$ cat config.mk
export PLATFORM = sky130hd
export DESIGN_NAME = rect_fill_engine_flat
export DESIGN_NICKNAME = d
export VERILOG_FILES = /design/src/hw/gfx_pkg.sv /design/src/hw/mem_req_if.sv /design/src/hw/rect_fill_engine.sv /design/src/flat_wrapper.sv
export VERILOG_INCLUDE_DIRS = /design/src /design/src/hw
export SDC_FILE = /design/constraint.sdc
export NUM_CORES = 1
export LEC_CHECK = 0
export ABC_CLOCK_PERIOD_IN_PS = 11700
export BUFFER_PORTS_ARGS = -buffer_cell sky130_fd_sc_hd__buf_2
export CORE_MARGIN = 2
export CORE_UTILIZATION = 45
export CTS_CLUSTER_DIAMETER = 80
export CTS_CLUSTER_SIZE = 14
export DETAILED_ROUTE_END_ITERATION = 16
export GPL_ROUTABILITY_DRIVEN = 0
export PLACE_DENSITY = 0.74
export SLEW_MARGIN = 20
export SYNTH_ARGS = -nofsm -noshare
export SYNTH_HDL_FRONTEND = slang
export SYNTH_SLANG_ARGS = --single-unit
$ cat constraint.sdc
create_clock -name clk -period 11.7 [get_ports clk]
set_clock_uncertainty 0.15 [all_clocks]
set_input_delay 1.755 -clock clk [delete_from_list [all_inputs] [get_ports clk]]
set_output_delay 1.755 -clock clk [all_outputs]
set_load 0.005 [all_outputs]
$ cat src/hw/gfx_cfg.svh
`ifndef GFX_CFG_SVH
`define GFX_CFG_SVH

// frame geometry, one 32-bit word per pixel

// pixels per line, address is row times this plus column
`define GFX_FB_WIDTH 256

// word address width, 512 lines of 256 pixels
`define GFX_ADDR_W 17

// memory word and pixel width
`define GFX_DATA_W 32

// cycles a requesting fetcher may go without a grant before it is forced in
`define GFX_FETCH_GAP 1

`endif

$ cat src/hw/gfx_pkg.sv
`include "gfx_cfg.svh"

package gfx_pkg;

   // word address into the frame memory
   typedef logic [`GFX_ADDR_W-1:0] addr_t;

   // one pixel, one memory word
   typedef logic [`GFX_DATA_W-1:0] pixel_t;

   // per-byte write enable, all zero means read
   typedef logic [`GFX_DATA_W/8-1:0] ben_t;

   // x or y coordinate, also used for widths, heights and run lengths
   typedef logic [8:0] coord_t;

   // one-hot grant, bit 0 fetcher, bit 1 fill, bit 2 outline
   typedef logic [2:0] client_t;

   // shared by both rectangle engines
   // drain holds busy while the last write travels to memory
   typedef enum logic [1:0] {
      IDLE,
      RUN,
      DRAIN
   } draw_state_t;

endpackage

$ cat src/hw/mem_req_if.sv
`timescale 1ns/100ps

// request channel between one memory client and the arbiter
interface mem_req_if;

   // request side, driven by the client
   gfx_pkg::addr_t  addr;
   gfx_pkg::pixel_t wrdata;
   // byte enables, zero means read
   gfx_pkg::ben_t   op;
   logic            rts;

   // grant side, driven by the arbiter
   logic            rtr;
   // read data for this client sits on the broadcast bus
   logic            rd_valid;

   modport client (
      output addr, wrdata, op, rts,
      input  rtr, rd_valid
   );

   modport arbiter (
      input  addr, wrdata, op, rts,
      output rtr, rd_valid
   );

endinterface

$ cat src/hw/rect_fill_engine.sv
`timescale 1ns/100ps
`include "gfx_cfg.svh"

module rect_fill_engine (
   input  logic            clk,
   input  logic            rst_,
   input  logic            start,
   input  gfx_pkg::coord_t x0,
   input  gfx_pkg::coord_t y0,
   input  gfx_pkg::coord_t w,
   input  gfx_pkg::coord_t h,
   input  gfx_pkg::pixel_t color,
   output logic            busy,
   mem_req_if.client       mem
);

   gfx_pkg::draw_state_t state;

   // command latched on start
   gfx_pkg::coord_t x0_q;
   gfx_pkg::coord_t y0_q;
   gfx_pkg::coord_t w_q;
   gfx_pkg::coord_t h_q;
   gfx_pkg::pixel_t color_q;

   // offset of the current pixel inside the rectangle
   gfx_pkg::coord_t cnt_x;
   gfx_pkg::coord_t cnt_y;
   gfx_pkg::coord_t cur_x;
   gfx_pkg::coord_t cur_y;

   logic xfer;
   logic last_col;
   logic last_row;

   assign xfer     = mem.rts & mem.rtr;
   assign last_col = (cnt_x == w_q - 1'b1);
   assign last_row = (cnt_y == h_q - 1'b1);
   // coordinates wrap, no clipping at the frame edge
   assign cur_x    = x0_q + cnt_x;
   assign cur_y    = y0_q + cnt_y;

   // one full-word write per pixel
   assign mem.rts    = (state == gfx_pkg::RUN);
   assign mem.addr   = gfx_pkg::addr_t'(cur_y * `GFX_FB_WIDTH + cur_x);
   assign mem.wrdata = color_q;
   assign mem.op     = '1;

   assign busy = (state != gfx_pkg::IDLE);

   always_ff @(posedge clk or negedge rst_) begin
      if (!rst_) begin
         state <= gfx_pkg::IDLE;
         cnt_x <= '0;
         cnt_y <= '0;
      end else begin
         case (state)
            gfx_pkg::IDLE: begin
               cnt_x <= '0;
               cnt_y <= '0;
               // empty rectangle just pulses busy
               if (start && (w == '0 || h == '0)) begin
                  state <= gfx_pkg::DRAIN;
               end else if (start) begin
                  state <= gfx_pkg::RUN;
               end
            end
            gfx_pkg::RUN: begin
               // step x first, then y, only when the write is taken
               if (xfer && last_col) begin
                  cnt_x <= '0;
                  cnt_y <= cnt_y + 1'b1;
                  if (last_row) begin
                     state <= gfx_pkg::DRAIN;
                  end
               end else if (xfer) begin
                  cnt_x <= cnt_x + 1'b1;
               end
            end
            default: begin
               state <= gfx_pkg::IDLE;
            end
         endcase
      end
   end

   always_ff @(posedge clk) begin
      if (state == gfx_pkg::IDLE && start) begin
         x0_q    <= x0;
         y0_q    <= y0;
         w_q     <= w;
         h_q     <= h;
         color_q <= color;
      end
   end

endmodule

$ cat src/flat_wrapper.sv
// flat-port wrapper written by rule: the top's interface ports become plain ports
module rect_fill_engine_flat 
  (clk, rst_, start, x0, y0, w, h, color, busy, mem_addr, mem_wrdata, mem_op, mem_rts, mem_rtr, mem_rd_valid);
  mem_req_if mem_i ();
  input  logic clk;
  input  logic rst_;
  input  logic start;
  input  gfx_pkg::coord_t x0;
  input  gfx_pkg::coord_t y0;
  input  gfx_pkg::coord_t w;
  input  gfx_pkg::coord_t h;
  input  gfx_pkg::pixel_t color;
  output logic busy;
  output wire logic [$bits(mem_i.addr)-1:0] mem_addr;
  output wire logic [$bits(mem_i.wrdata)-1:0] mem_wrdata;
  output wire logic [$bits(mem_i.op)-1:0] mem_op;
  output wire logic [$bits(mem_i.rts)-1:0] mem_rts;
  input wire logic [$bits(mem_i.rtr)-1:0] mem_rtr;
  input wire logic [$bits(mem_i.rd_valid)-1:0] mem_rd_valid;
  assign mem_addr = mem_i.addr;
  assign mem_wrdata = mem_i.wrdata;
  assign mem_op = mem_i.op;
  assign mem_rts = mem_i.rts;
  assign mem_i.rtr = mem_rtr;
  assign mem_i.rd_valid = mem_rd_valid;
  rect_fill_engine u_core (.clk(clk), .rst_(rst_), .start(start), .x0(x0), .y0(y0), .w(w), .h(h), .color(color), .busy(busy), .mem(mem_i));
endmodule
* Word level (Yosys, flattened, before mapping) *
Cells that the tools add are included.

storage, ports and cells
  flip-flop bits (word level) = 88
  output and inout port bits = 55

cells by class
  $add $sub $neg = 7
  eq/ne operators = 7
  multiplexer cells = 10
  bitwise gates (word level) = 1
  reduce and logical (&&, ||, !) cells = 12

operators with widths
  operator                                           count
  case mux 9 bit (2 select lines)                    2
  2-to-1 mux 9 bit                                   3
  adder 9 x 1 -> 9 bit (second input constant)       2
  adder 9 bit                                        2
  == test 9 bit                                      2
  logical NOT 9 bit                                  2
  subtractor 9 x 1 -> 9 bit (second input constant)  2
  adder 17 x 9 -> 17 bit                             1
  2-to-1 mux 2 bit                                   4
  != test 2 bit (second input constant)              2
  case mux 2 bit (2 select lines)                    1
  AND reduction 2 bit                                2
  nonzero test 2 bit                                 2
  logical AND 1 bit                                  3
  != test 3 x 2 -> 1 bit (second input constant)     1
  != test 3 bit (second input constant)              1
  AND reduction 3 bit                                1
  == test 2 x 1 -> 1 bit (second input constant)     1
  logical NOT 2 bit                                  1
  AND 1 bit                                          1
  logical OR 1 bit                                   1

* Longest topological paths before layout *
Gate-level depths: netlist (run 1).

  word-level depth = 5
  gate-level depth with buffers = 13
  mapped depth without buffers = 13

* Worst setup path after synthesis (run 1) *
No wires, ideal clock.

  path kind = input port to flip-flop
  from = input port start
  to = register u_core.h_q[0] (enable)
  library setup time = 0.496 ns
  arrival = 4.652 ns
  data required time = 11.054 ns
  slack = 6.402 ns
  stages = 2
  path buffers = 0
  path through = inv_1 > nor2_1

between the ends
  cells in the longest elaborated chain, start to end = 1

RTL lines
  what                    RTL line                text
  start: declaration      flat_wrapper.sv:7       input logic start;
  logical AND 1 bit       rect_fill_engine.sv:88  if (state == gfx_pkg::IDLE && start) begin
  end signal: assignment  rect_fill_engine.sv:92  h_q <= h;
  end: declaration        rect_fill_engine.sv:23  gfx_pkg::coord_t h_q;

No other way between the ends.
A chain may end at the register's enable or synchronous reset.

* Final worst setup path (run 1) *
  from = register u_core.cnt_x[0]
  to = output port mem_addr[16]

between the ends
  cells in the longest elaborated chain, start to end = 2

RTL lines
  what                      RTL line                text
  start: declaration        rect_fill_engine.sv:27  gfx_pkg::coord_t cnt_x;
  start signal: assignment  rect_fill_engine.sv:77  cnt_x <= cnt_x + 1'b1;
  adder 9 bit               rect_fill_engine.sv:40  assign cur_x = x0_q + cnt_x;
  adder 17 x 9 -> 17 bit    rect_fill_engine.sv:45  assign mem.addr = gfx_pkg::addr_t'(cur_y * `GFX_FB_WIDTH + cur_x);
  end: declaration          flat_wrapper.sv:14      output wire logic [$bits(mem_i.addr)-1:0] mem_addr;

No other way between the ends.

==> results.cfg, run 1 <==
[clock_tree]
worstSkewPairLatency_ns = 0.37
cts_setup_buffers = 0
cts_tree = built
htree_levels = 3
ctsHoldBuffers = 0
numCtsBuffers = 9
cts_sinks = 88
cts-root-buf = clkbuf_8
cts_resized = 0
clk_path_buf_depth = 2
clk_pin_slew_ns = 0.09

[pwr]
combPwrFrac = 0.265
pwr-share-seq = 0.489
pwr-share-clk = 0.247
leakage_nw = 2.16
switching_share = 0.317
peakVddDrop_v = 0.000102
intPower_mw = 0.529
p_total_mw = 0.774
power_switching_mw = 0.245
p_per_area_mw_per_mm2 = 142

[synth]
yosysTopAreaCellShare = 0.449
ys_ff_latch = 88
ys_types = 57
ys_seq_area_frac = 0.559
yosys.area.top_type = edfxtp_1
synth_ff_type = edfxtp_1
syn_area_mm2 = 0.00454
synth_area_leaders = edfxtp_1 45%, dfrtp_1 11%, xnor2_1 7.3%
synthArstFlopShare = 0.227
synthCells = 370
synth_enable_flop_cells = 68
ys_warn_count = 0
syn_avg_cell_area_um2 = 12.3

[worst_setup_path]
start_kind = register
crit_fanout = 6
worstPathCellList = ha_1, fa_1, a21o_1, a21oi_1, o21bai_1, a21oi_1, o21ai_0, xnor2_1, ha_1, ha_1, nand2_1, nor4_1, xnor2_1, buf_2
critPathMostFrequentCell = ha_1
timing.rr.start = u_core.state[1]$_DFFE_PN0P_
cp.arrival_ns = 3.77
cp_top_family = adder cells
cp_slowest_stage_delay_ns = 0.47
crit_path_end_kind = output pin
cp_data_required_time_ns = 9.80
setup.worst_path.end = mem_addr[16]
reg2reg_slack_ns = 8.07
path_buf_inv = 1
r2r_cells = 4
startpoint = u_core.cnt_x[0]$_DFFE_PN0P_
critPathKind = reg -> out
crit_slowest_cell = dfrtp_1
cp_num_cells = 14
r2r_end = u_core.x0_q[1]$_DFFE_PP_

[routing]
wl_per_cell_um = 15.0
drtIter0Drc = 116
drt-total-wl_um = 9510
drc = 0
ant_nets = 0
viasPerCell = 5.28
vias = 3350
dr.pass1.iters = 4

[timing]
rsz0062_at_grt = false
maxSlewHeadroom = 0.413
period_share = 0.485
fmax_mhz = 176
layout_min_cycle_time_ns = 5.68
fin_setup_tns_ns = 0
worst_pin_slew_ns = 0.879
worst_slack_ns = 6.02
setup_viol = 0
finalMaxSlewViolations = 0
whs_ns = 0.456
final_hold_viol_count = 0

[grt]
grt_use_met1 = 0.194
grtUsageMet3 = 0.0789
grt_overflow = 0
antenna_found_initial = 0
grt_usage = 0.179
grt_pass1_vias = 3463
grt_max_degree = 39
grt_pass1_wl_um = 15500
top_usage_layer = met2
met2_usage = 0.317

[cells_and_area]
n_antenna_cell = 0
area_delta_synth_final_pct = 20.2
multiInputGateArea_mm2 = 0.00191
finalInstanceArea_mm2 = 0.00546
drive_gt1_frac = 0.293
area.sequential_mm2 = 0.00254
utilization = 0.559
fin_cells = 634
nets = 593
n_fill_cell = 861

[placement]
dp_slack_ns = 6.42
placed_area_mm2 = 0.00528
io_buffers = 122
dp_hpwl_um = 7290
dp.cells = 618

[job]
max-cap-violations = 0

[floorplan]
die_x_um = 104
start_util = 0.465
die_h_um = 104
io_pins = 128
rows = 36
die_area_mm2 = 0.0109
core_mm2 = 0.00977

[worst_hold_path]
min_path_type = reg -> reg

[status]
status = complete, no violations
[worst reg2reg max path, stage by stage, from the launching register on]
cell      delay, ns
dfrtp_1        0.50
nor2_1         0.71
clkinv_1       0.52
nor2_4         0.80
buf_4          0.57
[sequential cells by signal, summed over array words and instances (netlist names)]
signal             flops
u_core.mem.wrdata     32
u_core.x0_q            9
u_core.h_q             9
u_core.cnt_x           9
u_core.state           2
u_core.cnt_y           9
u_core.w_q             9
u_core.y0_q            9
[final cells by class]
cell class,count,area share
Timing Repair Buffer,123,0.113
Tap cell,133,0.0305
Clock inverter,7,0.00962
Multi-Input combinational cell,261,0.349
Sequential cell,88,0.466
Clock buffer,9,0.0227
Inverter,13,0.00894
[layer usage]
layer	up-vias	share of wire
met2	111	0.51
li1	1640	-
met5	-	0
met4	0	0.013
met1	1588	0.39
met3	11	0.081
[power groups by stage]
stage / clock network [mW] / registers [mW] / logic (mW)
floorplan: 0 / 0.375 / 0.140
global placement: 0 / 0.385 / 0.198
detailed placement: 0 / 0.386 / 0.205
CTS: 0.198 / 0.379 / 0.207
global route: 0.207 / 0.381 / 0.233
finish: 0.191 / 0.378 / 0.205
[cells by family after synthesis]
logic type	Yosys count	synth area share
XOR/XNOR	52	0.100
AO/OA/AOI/OAI	68	0.110
AND/OR/NAND/NOR	111	0.131
other	1	0.000825
adder cells (fa/ha/maj)	24	0.0694
buffers and inverters	24	0.0248
multiplexers	2	0.00441
flip-flops	88	0.559
[worst min-delay path by stage]
stage / cells after the start / end / start
2_1_floorplan: 2 / u_core.cnt_y[8]$_DFFE_PN0P_ / u_core.cnt_y[8]$_DFFE_PN0P_
5_1_grt: 2 / u_core.cnt_y[8]$_DFFE_PN0P_ / u_core.cnt_y[8]$_DFFE_PN0P_
3_5_place_dp: 2 / u_core.cnt_y[8]$_DFFE_PN0P_ / u_core.cnt_y[8]$_DFFE_PN0P_
4_1_cts: 2 / u_core.cnt_y[8]$_DFFE_PN0P_ / u_core.cnt_y[8]$_DFFE_PN0P_
3_3_place_gp: 2 / u_core.cnt_y[8]$_DFFE_PN0P_ / u_core.cnt_y[8]$_DFFE_PN0P_
6_report: 2 / u_core.cnt_y[8]$_DFFE_PN0P_ / u_core.cnt_y[8]$_DFFE_PN0P_
[synth_stat cells, drive strengths merged, types with 6 or more instances]
cell type	number
nand2	24
o31ai	6
and3	6
nor2	20
nor4	6
inv	12
buf	6
o21ai	12
xnor2	38
nand3	12
edfxtp	68
nand2b	7
ha	22
a21oi	14
xor2	14
dfrtp	20
nor3	14
[placed cells by master (no fill, tap or decap), drive strengths merged, types with 4 or more instances in the layout]
| cell type | count |
|---|---|
| o21ai | 12 |
| conb | 4 |
| o311ai | 4 |
| nor2 | 20 |
| buf | 123 |
| nor3 | 14 |
| edfxtp | 68 |
| nor4 | 6 |
| nand3 | 12 |
| inv | 15 |
| xor2 | 14 |
| o211ai | 4 |
| a21oi | 14 |
| o31ai | 6 |
| a31oi | 4 |
| nand2 | 24 |
| nand2b | 7 |
| nor4b | 5 |
| dfrtp | 20 |
| and3 | 6 |
| ha | 22 |
| a21o | 4 |
| xnor2 | 38 |
| or4 | 5 |
| clkbuf | 9 |
(Power assumes the default switching activity.)
==> run 2, diff against run 1 <==
--- a/config.mk
+++ b/config.mk
@@ -6,7 +6,8 @@
 export SDC_FILE = /design/constraint.sdc
 export NUM_CORES = 1
 export LEC_CHECK = 0
-export ABC_CLOCK_PERIOD_IN_PS = 11700
+export ABC_AREA = 1
+export ABC_CLOCK_PERIOD_IN_PS = 5700
 export BUFFER_PORTS_ARGS = -buffer_cell sky130_fd_sc_hd__buf_2
 export CORE_MARGIN = 2
 export CORE_UTILIZATION = 45
==> constraint.sdc (replaced) <==
create_clock -name clk -period 5.7 [get_ports clk]
set_clock_uncertainty 0.15 [all_clocks]
set_input_delay 0.855 -clock clk [delete_from_list [all_inputs] [get_ports clk]]
set_output_delay 0.855 -clock clk [all_outputs]
set_load 0.005 [all_outputs]
==> run 2 against run 1 <==
Against the previous run: synthesized area increased by 3.3%; die area increased by 3.2%; combinational power increased to 3.5 times the previous value; synthesized cell count increased by 33%; via count increased by 9.9%; final area increased by 3.9%; first-iteration DRC count increased by 6.0%; register-to-register slack got worse by 4.8 ns; cell count increased by 20%; critical path type unchanged; critical endpoint unchanged.
==> results.cfg, run 2 <==
[worst_setup_path]
r2r_end = u_core.x0_q[1]$_DFFE_PP_
startpoint = u_core.cnt_x[0]$_DFFE_PN0P_
cp_top_family = simple AND/OR/NAND/NOR gates
crit_slowest_cell = dfrtp_1
reg2reg_slack_ns = 3.23
path_buf_inv = 2
cp.arrival_ns = 3.51
critPathKind = reg -> out
r2r_cells = 4
cp_data_required_time_ns = 4.70
start_kind = register
critPathMostFrequentCell = nand2_1
crit_fanout = 4
timing.rr.start = u_core.state[0]$_DFFE_PN0P_
worstPathCellList = ha_1, fa_1, nand3_1, nand3_1, nand2_1, nand2_1, a21oi_1, o21ai_0, nand2_1, nand3b_1, nand2_1, ha_1, ha_1, inv_1, nor3_1, nand3_1, nand2_1, nand2_1, buf_2
crit_path_end_kind = output pin
cp_slowest_stage_delay_ns = 0.43

[clock_tree]
clk_path_buf_depth = 2
worstSkewPairLatency_ns = 0.37
cts_tree = built
cts_resized = 0
htree_levels = 3
cts_sinks = 88
cts-root-buf = clkbuf_8
clk_pin_slew_ns = 0.10
cts_setup_buffers = 0
numCtsBuffers = 9
ctsHoldBuffers = 0

[routing]
viasPerCell = 4.83
dr.pass1.iters = 4
drc = 0
drtIter0Drc = 123
wl_per_cell_um = 12.8
ant_nets = 0
vias = 3680
drt-total-wl_um = 9730

[synth]
synthArstFlopShare = 0.227
ys_types = 34
synth_xor_area_frac = 0.0728
synth_top_family_by_area = simple AND/OR/NAND/NOR gates
synth_ff_type = edfxtp_1
synth.mux.area_fraction = 0
yosysMostFrequentCell = nand2_1
yosys.area.top_type = edfxtp_1
syn_avg_cell_area_um2 = 9.56
synthCells = 491
synth_area_leaders = edfxtp_1 43%, dfrtp_1 11%, nand2_1 9.3%
syn_area_mm2 = 0.00469
ys_ff_latch = 88
synth_fa_ha_area_frac = 0.0672
ys_warn_count = 0
yosysTopAreaCellShare = 0.435
ys_seq_area_frac = 0.542
synth-compound-area-share = 0.0365
yosys.area_share.simple = 0.220
synthTopCellsByCount = 116 x nand2_1, 68 x edfxtp_1, 59 x inv_1, 51 x nor2_1, 41 x nand3_1
synth_enable_flop_cells = 68

[cells_and_area]
n_antenna_cell = 0
fin_cells = 762
nets = 718
area.sequential_mm2 = 0.00254
largest_reg_flops = 32
multiInputGateArea_mm2 = 0.00188
n_fill_cell = 928
utilization = 0.554
final_common_cell = buf_2
final_cell_mix = 122 x buf_2, 116 x nand2_1, 68 x edfxtp_1
drive_gt1_frac = 0.243
area_delta_synth_final_pct = 20.8

[pwr]
p_total_mw = 2.14
leakage_nw = 2.64
combPwrFrac = 0.335
pwr-share-seq = 0.437
switching_share = 0.356
power_switching_mw = 0.762
p_per_area_mw_per_mm2 = 377
intPower_mw = 1.38
pwr-share-clk = 0.228
peakVddDrop_v = 0.000233

[grt]
grt_pass1_vias = 3582
antenna_found_initial = 0
grt_max_degree = 54
grt_usage = 0.181
grt_pass1_wl_um = 15900
grt_overflow = 0

[floorplan]
die_h_um = 106
start_util = 0.459
rows = 37
core_mm2 = 0.0102
die_x_um = 106
die_area_mm2 = 0.0113
io_pins = 128

[timing]
fin_setup_tns_ns = 0
final_hold_viol_count = 0
maxSlewHeadroom = 0.558
layout_min_cycle_time_ns = 4.52
fmax_mhz = 221
worst_pin_slew_ns = 0.664
setup_viol = 0
period_share = 0.793
worst_slack_ns = 1.18
rsz0062_at_grt = false
finalMaxSlewViolations = 0

[worst_hold_path]
min_path_type = in -> async

[placement]
dp_hpwl_um = 7590
dp_slack_ns = 1.56
dp.cells = 746
io_buffers = 122

[status]
status = complete, no violations

[job]
max-cap-violations = 0
run 2: cell types whose count changed in the layout (fill, tap and decap cells not counted), sizes merged, moves of 7 or more:
cell    before  now
nor2        20   52
nand3       12   42
inv         15   66
nand2       24  120
o21ai       12   19
nor3        14    6
xor2        14   29
xnor2       38   10
nand4        0    9
nand2b       7    0
run 2: kinds of logic after synthesis:
| family | Yosys count |
|---|---|
| compound gates | 31 |
| xor+xnor | 39 |
| fa+ha+maj | 24 |
| buf+inv | 69 |
| flops | 88 |
| other cells | 1 |
| simple gates | 239 |
run 2: worst reg2reg max path: stages (launching register included):
cell     delay, ns
dfrtp_1       0.41
nor2_1        0.25
inv_1         0.20
nor2_4        0.43
buf_4         0.63
run 2: layer usage:
layer / GRT usage / share of wire
met1: 0.197 / 0.40
met2: 0.336 / 0.55
met3: 0.0540 / 0.042
met4: 0.0555 / 0.0099
met5: 0 / 0
run 2: cell type report:
cell class / instances / area share
Sequential cell: 88 / 0.448
Clock buffer: 10 / 0.0225
Timing Repair Buffer: 123 / 0.109
Inverter: 62 / 0.0410
Clock inverter: 6 / 0.0172
Tap cell: 136 / 0.0300
Multi-Input combinational cell: 337 / 0.332
run 2: metrics by stage:
step | area (um^2) | hold WS (ns)
finish | 5670 | 0.281
global placement | 5450 | 0.348
floorplan | 4710 | 0.334
global route | 5670 | 0.292
CTS | 5670 | 0.268
detailed placement | 5450 | 0.355
run 2: worst max path at each step:
stage	end	slack (ns)	depth (start not counted)
3_3_place_gp	mem_addr[16]	1.62	19
2_1_floorplan	u_core.h_q[0]$_DFFE_PP_	1.33	2
5_1_grt	mem_addr[16]	0.82	19
4_1_cts	mem_addr[16]	1.14	19
3_5_place_dp	mem_addr[16]	1.56	19
6_report	mem_addr[16]	1.18	19
run 2: power by group through the flow:
stage          Clock [mW]  Sequential, mW  Combinational (mW)
5_1_grt             0.528           0.947               0.817
2_1_floorplan           0           0.952               0.473
4_1_cts             0.503           0.936               0.727
3_5_place_dp            0           0.948               0.724
6_report            0.489           0.935               0.717
3_3_place_gp            0           0.943               0.699
==> run 3, diff against run 2 <==
--- a/config.mk
+++ b/config.mk
@@ -6,8 +6,8 @@
 export SDC_FILE = /design/constraint.sdc
 export NUM_CORES = 1
 export LEC_CHECK = 0
-export ABC_AREA = 1
-export ABC_CLOCK_PERIOD_IN_PS = 5700
+export ABC_AREA = 0
+export ABC_CLOCK_PERIOD_IN_PS = 4400
 export BUFFER_PORTS_ARGS = -buffer_cell sky130_fd_sc_hd__buf_2
 export CORE_MARGIN = 2
 export CORE_UTILIZATION = 45
==> constraint.sdc (replaced) <==
create_clock -name clk -period 4.4 [get_ports clk]
set_clock_uncertainty 0.15 [all_clocks]
set_input_delay 0.66 -clock clk [delete_from_list [all_inputs] [get_ports clk]]
set_output_delay 0.66 -clock clk [all_outputs]
set_load 0.005 [all_outputs]
==> run 3 against run 2 <==
Against the previous run: clock power grew 42%; via count decreased by 7.5%; non-clock buffer count rose by 5; wire length rose by 1.5%; total power increased by 5.4%; combinational power shrank 21%; die area down 3.1%; utilization increased by 1.8 points; first-iteration DRC count rose by 26%; global-route usage up 0.86 points; critical path type unchanged; largest cell class unchanged; largest power group unchanged.
==> results.cfg, run 3 (synthesized netlist as in run 1, its figures left out) <==
[clock_tree]
clk_pin_slew_ns = 0.10
ctsHoldBuffers = 0
worstSkewPairLatency_ns = 0.36
cts_tree = built
htree_levels = 3
clk_path_buf_depth = 2
numCtsBuffers = 9
cts_sinks = 88
cts-root-buf = clkbuf_8

[cells_and_area]
largest_reg_flops = 32
n_antenna_cell = 0
final_cell_mix = 122 x buf_2, 68 x edfxtp_1, 38 x xnor2_1
nets = 598
fin_cells = 639
area_delta_synth_final_pct = 23.0
drive_gt1_frac = 0.314
final_common_cell = buf_2
finalInstanceArea_mm2 = 0.00559

[routing]
wl_met3_um = 766
dr.pass1.iters = 4
vias = 3403
drt-met1-wl_um = 3850
drt-total-wl_um = 9880
wl_met2_um = 5120
drc = 0
drtIter0Drc = 155
top_layer_used = met4
wl_per_cell_um = 15.5
ant_nets = 0
viasPerCell = 5.33

[floorplan]
die_x_um = 104
die_area_mm2 = 0.0109
die_h_um = 104
start_util = 0.465
io_pins = 128
rows = 36
core_mm2 = 0.00977

[worst_setup_path]
worstPathCellList = ha_1, fa_1, a21o_1, a21oi_2, o21bai_1, a21oi_2, o21ai_1, xnor2_1, ha_2, ha_2, nand2_1, nor4_2, xnor2_1, buf_2
cp_top_family = adder cells
path_buf_inv = 1
cp_data_required_time_ns = 3.59
start_kind = register
crit_slowest_cell = dfrtp_2
crit_fanout = 3
cp.arrival_ns = 3.35
critPathKind = reg -> out
cp_slowest_stage_delay_ns = 0.43
crit_path_end_kind = output pin

[status]
status = complete, no violations

[pwr]
pwr-share-clk = 0.307
p_per_area_mw_per_mm2 = 404
intPower_mw = 1.59
peakVddDrop_v = 0.000261
leakage_nw = 2.22
combPwrFrac = 0.250
pwr-share-seq = 0.443
power_switching_mw = 0.662
switching_share = 0.293

[timing]
worst_pin_slew_ns = 0.657
setup_viol = 0
maxSlewHeadroom = 0.558
finalMaxSlewViolations = 0
fmax_mhz = 240
final_hold_viol_count = 0
period_share = 0.946
layout_min_cycle_time_ns = 4.16

[placement]
dp.cells = 620
io_buffers = 122
dp_hpwl_um = 7660
placed_area_mm2 = 0.00530

[grt]
grt_pass1_wl_um = 16300
grt_pass1_vias = 3511
grt_max_degree = 31
grt_overflow = 0
grt_usage = 0.190
antenna_found_initial = 0

[job]
max-cap-violations = 0

[worst_hold_path]
min_path_type = in -> async
[run 3: changes by cell type in the layout (fill, tap and decap cells not counted), moves of 6 or more]
| cell | change |
|---|---|
| nand2b_1 | +7 |
| nor3_1 | +8 |
| o21ai_1 | -8 |
| nand4_1 | -9 |
| xor2_1 | -15 |
| nand2_1 | -92 |
| xnor2_1 | +28 |
| inv_1 | -47 |
| nand3_1 | -29 |
| nor2_1 | -32 |
| o31ai_1 | +6 |
[run 3: power by group through the flow]
| stage | logic (mW) | clock network [mW] | registers, mW |
|---|---|---|---|
| finish | 0.563 | 0.693 | 1.00 |
| detailed placement | 0.545 | 0 | 1.02 |
| global route | 0.638 | 0.743 | 1.01 |
| CTS | 0.557 | 0.710 | 1.00 |
| floorplan | 0.374 | 0 | 0.997 |
| global placement | 0.528 | 0 | 1.02 |
[run 3: layer usage]
metal,vias to the layer above,track usage
met5,-,0
met4,0,0.0753
met3,11,0.0645
met2,114,0.334
met1,1631,0.209
li1,1647,-
[run 3: what timing repair did]
action,CTS,global route
pin swaps,0,2
endpoints found under the setup margin,1,2
resized for setup,3,4
setup buffers,0,3
[run 3: path summary, 6_finish.rpt]
path	start	to	cells after the start	slack (ns)
setup / recovery	u_core.cnt_x[0]$_DFFE_PN0P_	mem_addr[16]	14	0.24
hold / removal	rst_	u_core.cnt_y[7]$_DFFE_PN0P_	1	0.08
setup reg to reg	u_core.w_q[0]$_DFFE_PP_	u_core.cnt_x[1]$_DFFE_PN0P_	8	1.09
hold reg to reg	u_core.cnt_y[8]$_DFFE_PN0P_	u_core.cnt_y[8]$_DFFE_PN0P_	2	0.45
max in group asynchronous	rst_	u_core.cnt_x[0]$_DFFE_PN0P_	1	3.66
min in group clk	y0[5]	u_core.y0_q[5]$_DFFE_PP_	1	0.32
[run 3: worst register-to-register path, cell delays in order, from the launching register on]
cell,delay [ns]
edfxtp_1,0.47
inv_1,0.09
ha_1,0.23
or4b_2,0.65
nor4_1,0.24
xnor2_1,0.23
o2111ai_2,0.39
o21ai_0,0.53
o21ai_0,0.19
[run 3: area by class of cell]
class                           count  area, um^2
Inverter                           13        48.8
Clock buffer                        9         124
Tap cell                          133         166
Timing Repair Buffer              128         656
Clock inverter                      7         126
Multi-Input combinational cell    261        1930
Sequential cell                    88        2540
Fill cell                         832        4180
[run 3: per-stage QoR]
stage          worst slack (ns)  hold WS (ns)  power (mW)  TNS (ns)  utilization
6_report                  0.238        0.0838        2.26         0        0.572
5_1_grt                -0.00402         0.105        2.39  -0.00402        0.572
4_1_cts                  0.0109        0.0905        2.27         0        0.569
3_5_place_dp              0.228         0.440        1.56         0        0.542
3_3_place_gp              0.317         0.424        1.54         0        0.542
2_1_floorplan             0.730         0.214        1.37         0            -
